### src/verilog/sat_settings.svh
// ======================================
// Global sizing macros for the SAT
// decision block
// ======================================

`ifndef SAT_SETTINGS_SVH
`define SAT_SETTINGS_SVH

// Variables in the solver window
`define SAT_NUM_VARS 8

// Bits per decision level
`define SAT_LVL_WIDTH 16

`endif

### src/verilog/sat_var_pkg.sv
// ======================================
// Variable, level and table types
// ======================================

`default_nettype none

`include "sat_settings.svh"

package sat_var_pkg;

    localparam int NUM_VARS  = `SAT_NUM_VARS;
    localparam int LVL_WIDTH = `SAT_LVL_WIDTH;
    localparam int IDX_WIDTH = $clog2(NUM_VARS);

    // Decision level, unsigned
    typedef logic [LVL_WIDTH-1:0] lvl_t;

    // One bit per variable, one-hot select or mask
    typedef logic [NUM_VARS-1:0] var_vec_t;

    typedef logic [IDX_WIDTH-1:0] var_idx_t;

    // State of a single variable
    typedef struct packed {
        logic assigned;
        logic value;
        logic decided;
        lvl_t lvl;
    } var_state_t;

    // Whole window, entry i is variable i
    typedef var_state_t [NUM_VARS-1:0] var_tab_t;

endpackage

`default_nettype wire

### src/verilog/sat_cmd_pkg.sv
// ======================================
// Command, opcode and decision result types
// ======================================

`default_nettype none

`include "sat_settings.svh"

package sat_cmd_pkg;

    import sat_var_pkg::*;

    typedef enum logic [2:0] {
        OP_NOP       = 3'd0,
        OP_LOAD_LVL  = 3'd1,
        OP_DECIDE    = 3'd2,
        OP_IMPLY     = 3'd3,
        OP_BACKTRACK = 3'd4
    } sat_op_e;

    // Incoming command, lvl is the load or backtrack target
    typedef struct packed {
        sat_op_e  op;
        var_idx_t var_idx;
        logic     value;
        lvl_t     lvl;
    } sat_cmd_t;

    // Retired command as seen by the variable table
    typedef struct packed {
        sat_op_e  op;
        var_vec_t sel;
        logic     value;
        lvl_t     lvl;
        logic     all_assigned;
    } dec_result_t;

    // True for opcodes that do real work
    function automatic logic op_is_live(sat_op_e op);
        case (op)
            OP_LOAD_LVL, OP_DECIDE, OP_IMPLY, OP_BACKTRACK: return 1'b1;
            default: return 1'b0;
        endcase
    endfunction

endpackage

`default_nettype wire

### src/verilog/cmd_decode.sv
// ======================================
// Stage 1, command strobe register
// ======================================

`timescale 1ns/100ps
`default_nettype none

module cmd_decode import sat_cmd_pkg::*;
(
    input  wire logic     clk,
    input  wire logic     rst,

    input  wire logic     cmd_valid_i,
    input  wire sat_cmd_t cmd_i,

    output logic          valid_o,
    output sat_cmd_t      cmd_o
);

    logic     valid_q;
    sat_cmd_t cmd_q;

    // NOP and undefined opcodes never leave this stage
    always_ff @(posedge clk)
    begin
        if (!rst)
        begin
            valid_q <= 1'b0;
        end
        else
        begin
            valid_q <= cmd_valid_i && op_is_live(cmd_i.op);
        end
    end

    always_ff @(posedge clk)
    begin
        if (cmd_valid_i)
        begin
            cmd_q <= cmd_i;
        end
    end

    assign valid_o = valid_q;
    assign cmd_o   = cmd_q;

    // ======================================
    // Checks
    // ======================================

    // Strobed commands from outside carry a defined op
    a_valid_op : assert property (
        @(posedge clk) disable iff (!rst)
        cmd_valid_i |->
            (cmd_i.op inside {OP_NOP, OP_LOAD_LVL, OP_DECIDE, OP_IMPLY, OP_BACKTRACK})
    ) else $error("cmd_decode: valid command with bad op at %0t", $time);

endmodule

`default_nettype wire

### src/verilog/first_free_finder.sv
// ======================================
// Lowest free variable search
// ======================================

`timescale 1ns/100ps
`default_nettype none

module first_free_finder import sat_var_pkg::*;
(
    input  wire var_vec_t free_i,
    output var_vec_t      sel_o,
    output logic          none_o
);

    // Open until a free variable is seen, then selected, then locked out
    typedef enum logic [1:0] {
        LK_OPEN = 2'b00,
        LK_SEL  = 2'b01,
        LK_OUT  = 2'b11
    } lock_e;

    lock_e lock_st [NUM_VARS];

    genvar i;
    generate
        for (i = 0; i < NUM_VARS; i++)
        begin : g_chain
            lock_e prev_st;

            if (i == 0)
            begin : g_head
                assign prev_st = LK_OPEN;
            end
            else
            begin : g_link
                assign prev_st = lock_st[i-1];
            end

            assign lock_st[i] = (prev_st != LK_OPEN) ? LK_OUT :
                                (free_i[i] ? LK_SEL : LK_OPEN);

            assign sel_o[i] = (lock_st[i] == LK_SEL);
        end
    endgenerate

    // Chain still open at the end means nothing was free
    assign none_o = (lock_st[NUM_VARS-1] == LK_OPEN);

endmodule

`default_nettype wire

### src/verilog/decision_unit.sv
// ======================================
// Stage 2, level register and decision logic
// ======================================

`timescale 1ns/100ps
`default_nettype none

module decision_unit import sat_var_pkg::*, sat_cmd_pkg::*;
(
    input  wire logic     clk,
    input  wire logic     rst,

    input  wire logic     valid_i,
    input  wire sat_cmd_t cmd_i,
    input  wire var_vec_t free_i,

    output logic          valid_o,
    output dec_result_t   res_o,
    output lvl_t          cur_lvl_o
);

    lvl_t        lvl_q;
    logic        valid_q;
    dec_result_t res_q;
    dec_result_t res_d;

    var_vec_t    dec_sel;
    logic        dec_none;
    var_vec_t    imp_sel;

    first_free_finder first_free_finder_inst (
        .free_i (free_i),
        .sel_o  (dec_sel),
        .none_o (dec_none)
    );

    // Imply only lands on a variable that is still free
    assign imp_sel = (var_vec_t'(1) << cmd_i.var_idx) & free_i;

    // ======================================
    // Result build
    // ======================================

    always_comb
    begin
        res_d              = '0;
        res_d.op           = cmd_i.op;
        res_d.lvl          = lvl_q;
        case (cmd_i.op)
            OP_LOAD_LVL:
            begin
                res_d.lvl = cmd_i.lvl;
            end
            OP_DECIDE:
            begin
                if (dec_none)
                begin
                    res_d.all_assigned = 1'b1;
                end
                else
                begin
                    res_d.sel   = dec_sel;
                    res_d.value = 1'b0;
                    res_d.lvl   = lvl_t'(lvl_q + 1'b1);
                end
            end
            OP_IMPLY:
            begin
                res_d.sel   = imp_sel;
                res_d.value = cmd_i.value;
            end
            OP_BACKTRACK:
            begin
                res_d.lvl = cmd_i.lvl;
            end
            default:
            begin
                res_d.sel = '0;
            end
        endcase
    end

    always_ff @(posedge clk)
    begin
        if (!rst)
        begin
            valid_q <= 1'b0;
            lvl_q   <= '0;
        end
        else
        begin
            valid_q <= valid_i;
            if (valid_i)
            begin
                lvl_q <= res_d.lvl;
            end
        end
    end

    always_ff @(posedge clk)
    begin
        if (valid_i)
        begin
            res_q <= res_d;
        end
    end

    assign valid_o   = valid_q;
    assign res_o     = res_q;
    assign cur_lvl_o = lvl_q;

    // ======================================
    // Checks
    // ======================================

    a_sel_onehot0 : assert property (
        @(posedge clk) disable iff (!rst)
        valid_o |-> $onehot0(res_o.sel)
    ) else $error("decision_unit: select not one-hot at %0t", $time);

    // Backtrack may only go down or stay
    a_bkt_target : assert property (
        @(posedge clk) disable iff (!rst)
        (valid_i && cmd_i.op == OP_BACKTRACK) |-> (cmd_i.lvl <= lvl_q)
    ) else $error("decision_unit: backtrack above level at %0t", $time);

endmodule

`default_nettype wire

### src/verilog/var_table.sv
// ======================================
// Stage 3, per-variable state table
// ======================================

`timescale 1ns/100ps
`default_nettype none

module var_table import sat_var_pkg::*, sat_cmd_pkg::*;
(
    input  wire logic        clk,
    input  wire logic        rst,

    input  wire logic        valid_i,
    input  wire dec_result_t res_i,

    output var_vec_t         free_o,
    output var_tab_t         vars_o
);

    var_tab_t tab_q;
    var_tab_t tab_d;
    var_vec_t held_q;

    // ======================================
    // Next state
    // ======================================

    always_comb
    begin
        tab_d = tab_q;
        if (valid_i)
        begin
            if (res_i.op == OP_BACKTRACK)
            begin
                // Free everything assigned above the target
                for (int i = 0; i < NUM_VARS; i++)
                begin
                    if (tab_q[i].assigned && (tab_q[i].lvl > res_i.lvl))
                    begin
                        tab_d[i] = '0;
                    end
                end
            end
            else
            begin
                for (int i = 0; i < NUM_VARS; i++)
                begin
                    if (res_i.sel[i])
                    begin
                        tab_d[i].assigned = 1'b1;
                        tab_d[i].value    = res_i.value;
                        tab_d[i].decided  = (res_i.op == OP_DECIDE);
                        tab_d[i].lvl      = res_i.lvl;
                    end
                end
            end
        end
    end

    always_ff @(posedge clk)
    begin
        if (!rst)
        begin
            tab_q <= '0;
        end
        else
        begin
            tab_q <= tab_d;
        end
    end

    // Forwarded from next state so stage 2 sees this cycle's write
    always_comb
    begin
        for (int i = 0; i < NUM_VARS; i++)
        begin
            free_o[i] = !tab_d[i].assigned;
            held_q[i] = tab_q[i].assigned;
        end
    end

    assign vars_o = tab_q;

    // ======================================
    // Checks
    // ======================================

    // Stage 2 masks against forwarded state, so no write hits a held entry
    a_no_overwrite : assert property (
        @(posedge clk) disable iff (!rst)
        valid_i |-> ((res_i.sel & held_q) == '0)
    ) else $error("var_table: write to assigned variable at %0t", $time);

endmodule

`default_nettype wire

### src/verilog/sat_decide_top.sv
// ======================================
// Decision pipeline top level
// ======================================

`timescale 1ns/100ps
`default_nettype none

module sat_decide_top import sat_var_pkg::*, sat_cmd_pkg::*;
(
    input  wire logic     clk,
    input  wire logic     rst,

    input  wire logic     cmd_valid_i,
    input  wire sat_cmd_t cmd_i,

    output logic          res_valid_o,
    output dec_result_t   res_o,
    output lvl_t          cur_lvl_o,
    output var_tab_t      vars_o
);

    logic        s1_valid;
    sat_cmd_t    s1_cmd;
    logic        s2_valid;
    dec_result_t s2_res;
    var_vec_t    fwd_free;

    cmd_decode cmd_decode_inst (
        .clk         (clk),
        .rst         (rst),
        .cmd_valid_i (cmd_valid_i),
        .cmd_i       (cmd_i),
        .valid_o     (s1_valid),
        .cmd_o       (s1_cmd)
    );

    decision_unit decision_unit_inst (
        .clk       (clk),
        .rst       (rst),
        .valid_i   (s1_valid),
        .cmd_i     (s1_cmd),
        .free_i    (fwd_free),
        .valid_o   (s2_valid),
        .res_o     (s2_res),
        .cur_lvl_o (cur_lvl_o)
    );

    var_table var_table_inst (
        .clk     (clk),
        .rst     (rst),
        .valid_i (s2_valid),
        .res_i   (s2_res),
        .free_o  (fwd_free),
        .vars_o  (vars_o)
    );

    assign res_valid_o = s2_valid;
    assign res_o       = s2_res;

endmodule

`default_nettype wire

### config.mk
export PLATFORM = sky130hd
export DESIGN_NAME = sat_decide_top
export DESIGN_NICKNAME = d
export VERILOG_FILES = /design/src/verilog/sat_var_pkg.sv /design/src/verilog/sat_cmd_pkg.sv /design/src/verilog/cmd_decode.sv /design/src/verilog/first_free_finder.sv /design/src/verilog/decision_unit.sv /design/src/verilog/var_table.sv /design/src/verilog/sat_decide_top.sv
export VERILOG_INCLUDE_DIRS = /design/src /design/src/verilog
export SDC_FILE = /design/constraint.sdc
export NUM_CORES = 1
export LEC_CHECK = 0
export BUFFER_PORTS_ARGS = -buffer_cell sky130_fd_sc_hd__buf_2
export CORE_ASPECT_RATIO = 1.2
export CORE_MARGIN = 2
export CORE_UTILIZATION = 40
export CTS_CLUSTER_DIAMETER = 100
export DETAILED_ROUTE_END_ITERATION = 12
export GPL_ROUTABILITY_DRIVEN = 0
export GPL_TIMING_DRIVEN = 0
export PLACE_DENSITY_LB_ADDON = 0.08
export SLEW_MARGIN = 20
export SYNTH_ARGS = -nofsm -noshare
export SYNTH_HDL_FRONTEND = slang
export SYNTH_HIERARCHICAL = 1
export SYNTH_SLANG_ARGS = --single-unit
### constraint.sdc
create_clock -name clk -period 3.51 [get_ports clk]
set_input_delay 0.351 -clock clk [delete_from_list [all_inputs] [get_ports clk]]
set_output_delay 0.351 -clock clk [all_outputs]
set_load 0.01 [all_outputs]
==> results of run 1 <==
-- sequential cells by signal, summed over array words and instances (netlist names), named ones only --
register	flops
decision_unit_inst/cur_lvl_o	16
cmd_decode_inst/cmd_o	23
decision_unit_inst/valid_o	1
var_table_inst/vars_o	144
cmd_decode_inst/valid_o	1
decision_unit_inst/res_o	29
-- power groups by stage --
stage	Combinational, mW	Sequential [mW]	Clock, mW
after global routing	1.40	3.00	2.62
final	1.29	2.98	2.48
after CTS	1.24	2.97	2.52
after global placement	1.05	3.05	0
after detailed placement	1.09	3.05	0
after floorplan	0.612	3.05	0
-- logic make-up after synthesis --
family / after synthesis / share of synthesized area
compound gates: 367 / 0.221
xor+xnor: 3 / 0.00337
fa+ha+maj: 129 / 0.132
buf+inv: 106 / 0.0384
flops: 222 / 0.405
mux: 6 / 0.00501
simple gates: 430 / 0.195
-- cells in the mapped netlist, types with 21 or more instances --
master	n
dfxtp_1	170
ha_1	129
nand2_1	123
nand3_1	80
a21oi_1	79
o221ai_1	57
nand2b_1	54
edfxtp_1	52
clkbuf_1	38
inv_1	37
a22o_1	36
nand4_1	35
o21ai_0	35
nor2_1	31
a21o_1	23
o22ai_1	21
-- stage by stage --
step                       util  setup WS, ps  TNS [ps]
after floorplan               -         -57.2     -57.2
after global placement    0.458         -1160    -32180
after detailed placement  0.459         -1180    -33850
after CTS                 0.528          -165     -1190
after global routing      0.536          -331     -5390
final                     0.536          -256     -2680
-- worst register-to-register path, cell delays in order, from the launching register on --
cell and delay, ps:
edfxtp_1 500, clkinvlp_4 170, buf_6 160, buf_8 150, ha_4 270, nand4_1 120, o41ai_4 420, a31oi_4 80
nand2b_4 110, a21boi_4 70, nor4_4 340, and3_4 280, and4b_2 280, buf_4 170, nand4_1 120, mux2_4 330
a31oi_1 150
-- layout make-up --
| type | count | area (µm²) | share of cell area |
|---|---|---|---|
| Timing Repair Buffer | 339 | 2160 | 0.133 |
| Buffer | 67 | 354 | 0.0218 |
| Clock buffer | 38 | 719 | 0.0443 |
| Multi-Input combinational cell | 936 | 7330 | 0.451 |
| Sequential cell | 222 | 4970 | 0.305 |
| Tap cell | 396 | 495 | 0.0305 |
| Clock inverter | 5 | 25.0 | 0.00154 |
| Inverter | 39 | 203 | 0.0125 |
-- path summary, 6_finish.rpt --
| kind | cells past startpoint | from | endpoint |
|---|---|---|---|
| setup / recovery | 16 | decision_unit_inst/res_o[3] | decision_unit_inst/cur_lvl_o[6] |
| hold / removal | 1 | cmd_i[22] | cmd_decode_inst/cmd_o[22] |
| setup reg to reg | 16 | decision_unit_inst/res_o[3] | decision_unit_inst/cur_lvl_o[6] |
| hold reg to reg | 0 | cmd_decode_inst/cmd_o[21] | decision_unit_inst/res_o[27] |
-- per-layer routing --
| layer | vias to the layer above | global-route usage | share of wire |
|---|---|---|---|
| met3 | 154 | 0.0636 | 0.082 |
| met5 | - | 0 | 0 |
| met4 | 0 | 0.188 | 0.067 |
| met2 | 533 | 0.477 | 0.45 |
| li1 | 5578 | - | - |
| met1 | 5820 | 0.379 | 0.40 |
-- what timing repair did --
item                       CTS  global route
setup endpoints to repair   41            30
hold endpoints to repair    20             0
hold buffers                20             0
buffers inserted            82            13
pin swaps                   35            31
gates cloned                 1             0
gates resized for setup    103            24
==> impl_metrics.ini, run 1 <==
[global_routing]
antenna_found_initial = 0
first_global_vias = 11700
grt.overflow.total = 0
global_route_wire_length_before_repair_um = 72700
grt_start_max_net_pins = 32
globalRouteTotalUtil = 0.303

[yosys]
syn-cell-area_um2 = 12200
synth_sequential_area_ratio = 0.405
number_of_synthesized_flops_with_an_enable_pin = 52
mappedNetlistNets = 1418
synth.avg_cell_area_um2 = 9.70
synthDistinctLibCells = 85
async_flop_share = 0
synth-main-ff-cell = dfxtp_1
syn_inst = 1263
yosys-top-cells-area = dfxtp_1 28%, ha_1 13%, edfxtp_1 13%, o221ai_1 4.1%, nand2_1 3.8%
synth.yosys.warnings = 6
synth_top_area_frac = 0.278
seq_cells_post_synth = 222
synth_area_leader_cell = dfxtp_1

[timing]
layout_worst_path_cycle_share = 1.07
final-setup-viol-count = 20
period_minus_slack_ps = 3770
worst_clk_skew_ps = 13.7
worst_slack_ps = -256
clock.fmax_mhz = 266
final_max_slew_viol_count = 0
timing.final.hold_violations = 0
unrepaired_setup_endpoints_after_global_routing = yes
max_slew.worst_pin.slew_ps = 866
fin_hold_ws_ps = 25.8
relSlewSlack = 0.422

[outcome]
failed_checks = setup timing
run_status = finished, violations left

[pwr]
internal_power_mw = 4.74
power.sequential.fraction = 0.441
leakage_nw = 7.02
p_switching_mw = 2.01
total_power_mw = 6.74
clkPwrFrac = 0.368
irDropWorstVdd_mv = 0.337
power_switching_share = 0.298
power_density_nw_per_um2 = 415
comb_power_share = 0.191

[cells_and_area]
instances_no_fill = 2042
syn2layout_area_growth_pct = 32.7
insertedDiodeCount = 0
finish.instance_area_um2 = 16300
number_of_nets_in_the_finished_design = 1785
filler_cell_count = 2824
layout.cells.most_common = buf_2
layout-drive-gt1-share = 0.317
final_cell_mix = 238 x buf_2, 169 x dfxtp_1, 121 x nand2_1

[route]
per_cell_via_count_in_the_routed_design = 5.92
antenna_left = 0
route.final.wire_length_um = 49800
num_vias = 12100
drc = 0
drtIter0Drc = 963
wl_per_cell_um = 24.4
first_pass_iters = 5

[floorplan]
core-area_um2 = 30300
fp.dieH_um = 196
floorplan.initialDensity = 0.404
std_cell_rows = 70
dieWidth_um = 164
io_pins = 224
design.die.area_um2 = 32000

[setup_path]
critPathArrivalTime_ps = 4240
worst_path_most_repeated_cell = nand4_1
worstPathMaxFanout = 5
maximum_single_stage_delay_on_the_critical_path_ps = 500
required_ps = 3980
timing.setup.critical_path_class = reg -> reg
crit_path_start_kind = flip-flop
minimum_setup_slack_among_reg_to_reg_paths_ps = -260
number_of_buffer_and_inverter_stages_on_the_critical_path = 4
cell_breakdown_of_the_critical_path = clkinvlp_4, buf_6, buf_8, ha_4, nand4_1, o41ai_4, a31oi_4, nand2b_4, a21boi_4, nor4_4, and3_4, and4b_2, buf_4, nand4_1, mux2_4, a31oi_1
path_delay_family = simple AND/OR/NAND/NOR gates
endpoint_kind = flip-flop
cpMaxStageDelayCell = edfxtp_1

[clocking]
clockRootBuffer = clkbuf_16
cts_buffer_depth = 3
cts-htree-levels = 1
clock_pin_slew_on_the_worst_setup_and_hold_paths_ps = 60
cts_buffers = 25
insertion_delay_ps = 540
tritoncts = built
number_of_clock_sinks = 222

[place]
hpwl_um = 33700
place_area_um2 = 13900
io_buffer_count = 223
place_inst = 1884

[flow_run]
max_cap_viol_count = 0

[hold_path]
timing.hold.worst.class = in -> reg
No activity file was read; power rests on OpenSTA's default activity.
==> inputs of run 2 (changes only) <==
--- a/config.mk
+++ b/config.mk
@@ -18,5 +18,4 @@
 export SLEW_MARGIN = 20
 export SYNTH_ARGS = -nofsm -noshare
 export SYNTH_HDL_FRONTEND = slang
-export SYNTH_HIERARCHICAL = 1
 export SYNTH_SLANG_ARGS = --single-unit
==> run 2 against run 1 <==
- clock power is 14% higher
- the run still ends with setup timing left
- maximum frequency is 0.94% lower
- non-clock buffer count is 13 higher
- count of clock-buffer cells in the layout is 4 lower
- first-iteration DRC count is 12% lower
- worst setup slack worse by 36 ps
==> impl_metrics.ini, run 2 <==
[setup_path]
worst_r2r_endpoint = decision_unit_inst.res_o[18]
cp-startpoint = decision_unit_inst.res_o[11]
endpoint_kind = flip-flop
crit_path_start_kind = flip-flop
worstPathMaxFanout = 6
worstRegToRegCells = 13
minimum_setup_slack_among_reg_to_reg_paths_ps = -290
required_ps = 3800
critPathArrivalTime_ps = 4090
worstSetupEndpoint = decision_unit_inst.res_o[18]
timing.setup.critical_path_class = reg -> reg
worst_r2r_startpoint = decision_unit_inst.res_o[11]

[timing]
worst_clk_skew_ps = 19.5
layout_worst_path_cycle_share = 1.08
timing.final.hold_violations = 0
period_minus_slack_ps = 3800
relSlewSlack = 0.385
max_slew.worst_pin.slew_ps = 921
final_max_slew_viol_count = 0
final-setup-viol-count = 31
clock.fmax_mhz = 263
unrepaired_setup_endpoints_after_global_routing = yes
worst_slack_ps = -291

[floorplan]
std_cell_rows = 68
dieWidth_um = 159
fp.dieH_um = 190
floorplan.initialDensity = 0.405
core-area_um2 = 28600
io_pins = 224
design.die.area_um2 = 30300

[global_routing]
grt_start_max_net_pins = 33
first_global_vias = 10900
global_route_wire_length_before_repair_um = 65700
antenna_found_initial = 0
grt.overflow.total = 0
globalRouteTotalUtil = 0.286

[yosys]
synth_top_cells_by_count = 180 x nor2_1, 170 x dfxtp_1, 143 x a22oi_1
syn-cell-area_um2 = 11600
synth_top_area_frac = 0.294
synthDistinctLibCells = 80
synth.avg_cell_area_um2 = 9.49
syn_inst = 1219
seq_cells_post_synth = 222
mappedNetlistNets = 1374
number_of_synthesized_flops_with_an_enable_pin = 52
async_flop_share = 0
yosys-top-cells-area = dfxtp_1 29%, ha_1 14%, edfxtp_1 14%, a22oi_1 9.3%, nor2_1 5.8%
cell_with_the_most_instances_after_synthesis = nor2_1
synth_sequential_area_ratio = 0.429
synth-main-ff-cell = dfxtp_1
synth_area_leader_cell = dfxtp_1
synth.yosys.warnings = 0

[clocking]
number_of_clock_sinks = 222
insertion_delay_ps = 550
cts-htree-levels = 1
tritoncts = built
clock_pin_slew_on_the_worst_setup_and_hold_paths_ps = 70
cts_buffer_depth = 3
clockRootBuffer = clkbuf_16
cts_buffers = 25

[route]
drtIter0Drc = 847
first_pass_iters = 5
num_vias = 11500
route.final.wire_length_um = 45200
drc = 0
antenna_left = 0
wl_per_cell_um = 22.7
per_cell_via_count_in_the_routed_design = 5.76

[pwr]
power_density_nw_per_um2 = 390
irDropWorstVdd_mv = 0.328
leakage_nw = 6.90

[cells_and_area]
final_cell_mix = 229 x buf_2, 177 x nor2_1, 169 x dfxtp_1
final_core_util = 0.559
instances_no_fill = 1993
layout-drive-gt1-share = 0.325
syn2layout_area_growth_pct = 38.2
number_of_nets_in_the_finished_design = 1744
largest_reg_flops = 152
insertedDiodeCount = 0
layout.cells.most_common = buf_2

[outcome]
run_status = finished, violations left
failed_checks = setup timing

[place]
place_inst = 1828
preCtsSetupSlack_ps = -1670
io_buffer_count = 223
hpwl_um = 31500

[hold_path]
timing.hold.worst.class = in -> reg

[flow_run]
max_cap_viol_count = 0
-- run 2: cell types whose count changed in the layout (fill, tap and decap cells not counted), sizes merged, moves of 51 or more --
cell | previous run | this run
o221ai | 57 | 1
nor2 | 32 | 182
nand2 | 123 | 61
a22oi | 2 | 143
nand2b | 54 | 3
nand3 | 98 | 34
-- run 2: stage by stage --
| stage | cell area (µm²) | power (mW) | setup TNS, ps | hold slack, ps |
|---|---|---|---|---|
| finish | 16000 | 6.23 | -4560 | 19.2 |
| global route | 16000 | 6.41 | -6270 | 21.6 |
| CTS | 15300 | 6.21 | -1570 | 2.67 |
| detailed placement | 13200 | 3.30 | -125860 | 441 |
| global placement | 13200 | 3.29 | -121470 | 436 |
| floorplan | 11600 | 3.08 | 0 | 428 |
-- run 2: what timing repair did --
item                       in CTS  in global routing
gates resized for setup        81                 78
hold buffers                   21                  0
gates cloned                    1                  0
setup buffers                  81                 30
setup endpoints to repair     188                114
hold endpoints to repair       21                  0
pin swaps                      43                 51
-- run 2: routing by layer --
layer | global-route usage | vias up | share of wire
met1 | 0.351 | 5492 | 0.39
met4 | 0.142 | 0 | 0.050
met5 | 0 | - | 0
met2 | 0.492 | 514 | 0.48
met3 | 0.0450 | 123 | 0.079
li1 | - | 5358 | -
-- run 2: layout make-up --
type	instances	area [µm²]
sequential	222	4970
clock buffer	34	711
clock inverter	12	165
tap	385	482
fill	2683	12600
timing repair buffer	356	2330
multi-input combinational	886	6830
inverter	35	176
buffer	63	333
-- run 2: where the power goes --
part | internal, mW | total, mW | switching (mW)
Combinational | 0.256 | 0.649 | 0.393
Sequential | 2.68 | 2.75 | 0.0689
Clock | 1.71 | 2.83 | 1.12
Total | 4.65 | 6.23 | 1.58
-- run 2: worst min path at each step --
stage | startpoint | to | slack [ps] | depth (start not counted)
3_5_place_dp | cmd_decode_inst.cmd_o[20] | decision_unit_inst.res_o[26] | 440 | 0
4_1_cts | cmd_i[21] | cmd_decode_inst.cmd_o[21] | 3 | 1
2_1_floorplan | cmd_decode_inst.cmd_o[20] | decision_unit_inst.res_o[26] | 430 | 0
6_report | cmd_i[21] | cmd_decode_inst.cmd_o[21] | 20 | 1
5_1_grt | cmd_i[21] | cmd_decode_inst.cmd_o[21] | 20 | 1
3_3_place_gp | cmd_decode_inst.cmd_o[20] | decision_unit_inst.res_o[26] | 440 | 0
-- run 2: cells by family (layout without fill, tap and decap cells) --
group | count (synthesis) | after routing | synth area share
fa+ha+maj | 129 | 129 | 0.140
mux | 1 | 1 | 0.000974
compound gates | 355 | 355 | 0.221
flops | 222 | 222 | 0.429
xor+xnor | 2 | 2 | 0.00151
buf+inv | 111 | 500 | 0.0407
simple gates | 399 | 399 | 0.167
-- run 2: worst max-delay path: stages, from the launching register on --
cell and delay, ps:
edfxtp_1 460, clkinvlp_4 200, ha_1 330, and3_1 200, a221o_1 360, a21oi_2 270
o211ai_1 230, a31oi_4 330, nand3_4 200, buf_12 180, nor3_4 380, buf_6 210
a2bb2oi_2 130, nor3_1 50
==> inputs of run 3 (changes only) <==
--- a/config.mk
+++ b/config.mk
@@ -15,7 +15,6 @@
 export GPL_ROUTABILITY_DRIVEN = 0
 export GPL_TIMING_DRIVEN = 0
 export PLACE_DENSITY_LB_ADDON = 0.08
-export SLEW_MARGIN = 20
 export SYNTH_ARGS = -nofsm -noshare
 export SYNTH_HDL_FRONTEND = slang
 export SYNTH_SLANG_ARGS = --single-unit
==> constraint.sdc (replaced) <==
create_clock -name clk -period 4.5 [get_ports clk]
set_input_delay 0.45 -clock clk [delete_from_list [all_inputs] [get_ports clk]]
set_output_delay 0.45 -clock clk [all_outputs]
set_load 0.01 [all_outputs]
==> run 3 against run 2 <==
- the flow now finishes without violations
- total power down 26%
- non-clock buffer count down 94
- cell count down 4.8%
- clock power down 27%
- clock skew down 8.5 ps
- combinational power down 36%
- worst setup slack better by 490 ps
- maximum frequency down 12%
- highest routed layer unchanged
- wire length down 6.6%
- largest cell class unchanged
==> impl_metrics.ini, run 3 (synthesized netlist as in run 2, its figures left out) <==
[outcome]
run_status = completed

[setup_path]
minimum_setup_slack_among_reg_to_reg_paths_ps = 190
maximum_single_stage_delay_on_the_critical_path_ps = 530
cell_breakdown_of_the_critical_path = inv_1, ha_1, nand4_1, nor2_1, nor4_2, nand3b_1, a31oi_2, nand3_4, o31ai_4, buf_6, nor3_2, or3_1
worst_r2r_startpoint = decision_unit_inst.res_o[16]
worstRegToRegCells = 12
required_ps = 4770
cpMaxStageDelayCell = edfxtp_1
timing.setup.critical_path_class = reg -> reg
worst_r2r_endpoint = decision_unit_inst.res_o[16]
crit_path_start_kind = flip-flop
endpoint_kind = flip-flop
worstPathMaxFanout = 10
critPathArrivalTime_ps = 4570

[global_routing]
global_route.usage.met1 = 0.332
first_global_vias = 10400
global_route_wire_length_before_repair_um = 62900
globalRouteTotalUtil = 0.273
grt_start_max_net_pins = 33
grt.overflow.total = 0
antenna_found_initial = 0
grt_use_met2 = 0.463
gr-max-usage-layer = met2
grt_use_met3 = 0.0502

[timing]
fin_hold_ws_ps = 97.9
layout_worst_path_cycle_share = 0.957
worst_clk_skew_ps = 11.0
unrepaired_setup_endpoints_after_global_routing = no
clock.fmax_mhz = 232
final-setup-viol-count = 0
period_minus_slack_ps = 4310
worst_slack_ps = 194
relSlewSlack = 0.422
timing.final.hold_violations = 0
final_max_slew_viol_count = 0
max_slew.worst_pin.slew_ps = 861

[clocking]
clock_pin_slew_on_the_worst_setup_and_hold_paths_ps = 60
clockRootBuffer = clkbuf_16
number_of_buffers_inserted_for_hold_repair_after_clock_tree_synthesis = 0
cts_buffers = 25
insertion_delay_ps = 530
number_of_clock_sinks = 222
tritoncts = built
cts_buffer_depth = 3
cts-htree-levels = 1

[pwr]
leakage_nw = 6.37
irDropWorstVdd_mv = 0.270
power_density_nw_per_um2 = 323

[cells_and_area]
final_cell_mix = 228 x buf_2, 180 x nor2_1, 169 x dfxtp_1
largest_reg_flops = 152
layout-drive-gt1-share = 0.236
syn2layout_area_growth_pct = 23.7
insertedDiodeCount = 0
number_of_nets_in_the_finished_design = 1650
layout.cells.most_common = buf_2

[hold_path]
timing.hold.worst.class = in -> reg
origin_of_the_worst_min_delay_path = cmd_i[13]
hold_path_end = cmd_decode_inst.cmd_o[13]
holdPathStages = 1

[route]
drc = 0
first_pass_iters = 6
wl_per_cell_um = 22.2
per_cell_via_count_in_the_routed_design = 5.74
num_vias = 10900
route.final.wire_length_um = 42200
drtIter0Drc = 722
antenna_left = 0

[place]
hpwl_um = 31600
io_buffer_count = 223
preCtsSetupSlack_ps = -743

[floorplan]
floorplan.initialDensity = 0.405
std_cell_rows = 68
dieWidth_um = 159
design.die.area_um2 = 30300
fp.dieH_um = 190
io_pins = 224
core-area_um2 = 28600

[flow_run]
max_cap_viol_count = 0
## run 3: how the worst max path moves through the flow
stage | from | to | slack, ps | cells after the start
2_1_floorplan | decision_unit_inst.res_o[8] | decision_unit_inst.res_o[16] | 950 | 13
5_1_grt | decision_unit_inst.res_o[11] | decision_unit_inst.res_o[8] | 40 | 11
6_report | decision_unit_inst.res_o[16] | decision_unit_inst.res_o[16] | 190 | 12
3_5_place_dp | decision_unit_inst.res_o[15] | decision_unit_inst.res_o[16] | -740 | 13
3_3_place_gp | decision_unit_inst.res_o[15] | decision_unit_inst.res_o[16] | -680 | 13
4_1_cts | decision_unit_inst.res_o[16] | decision_unit_inst.res_o[16] | 2 | 12
## run 3: area by class of cell
class / count / area [µm²]
timing repair buffer: 264 / 1440
inverter: 35 / 131
tap: 385 / 482
clock buffer: 41 / 822
clock inverter: 4 / 20.0
fill: 2768 / 14300
buffer: 61 / 283
multi-input combinational: 886 / 6160
sequential: 222 / 4970
## run 3: power breakdown
part | total (mW) | internal (mW) | switching, mW
Sequential | 2.14 | 2.09 | 0.0513
Clock | 2.06 | 1.24 | 0.823
Combinational | 0.414 | 0.143 | 0.271
Total | 4.62 | 3.47 | 1.15
## run 3: repair_timing
| action | 4_1_cts | 5_1_grt |
|---|---|---|
| setup endpoints to repair | 42 | 28 |
| gates resized for setup | 4 | 0 |
| pin swaps | 0 | 0 |
| setup buffers | 3 | 38 |
## run 3: metrics by stage
step | TNS (ps) | instances | instance area (µm²) | utilization | total power [mW]
CTS | 0 | 1861 | 14000 | 0.490 | 4.64
floorplan | 0 | 1219 | 11600 | - | 2.40
global placement | -16040 | 1827 | 13200 | 0.460 | 2.57
finish | 0 | 1898 | 14300 | 0.500 | 4.62
global route | 0 | 1898 | 14300 | 0.500 | 4.79
detailed placement | -18200 | 1827 | 13200 | 0.461 | 2.57
## run 3: per-layer routing
| metal | share of wire | routed length [µm] | vias up |
|---|---|---|---|
| li1 | - | - | 5156 |
| met1 | 0.40 | 16900 | 5161 |
| met2 | 0.47 | 19900 | 465 |
| met3 | 0.073 | 3090 | 106 |
| met4 | 0.054 | 2300 | 0 |
| met5 | 0 | 0 | - |
## run 3: worst max-delay path, delay by kind of cell, from the launching register on
| family | cells | cell delay, ps |
|---|---|---|
| buf+inv | 2 | 630 |
| simple gates | 7 | 1600 |
| compound gates | 2 | 920 |
| flops | 1 | 530 |
| fa+ha+maj | 1 | 340 |
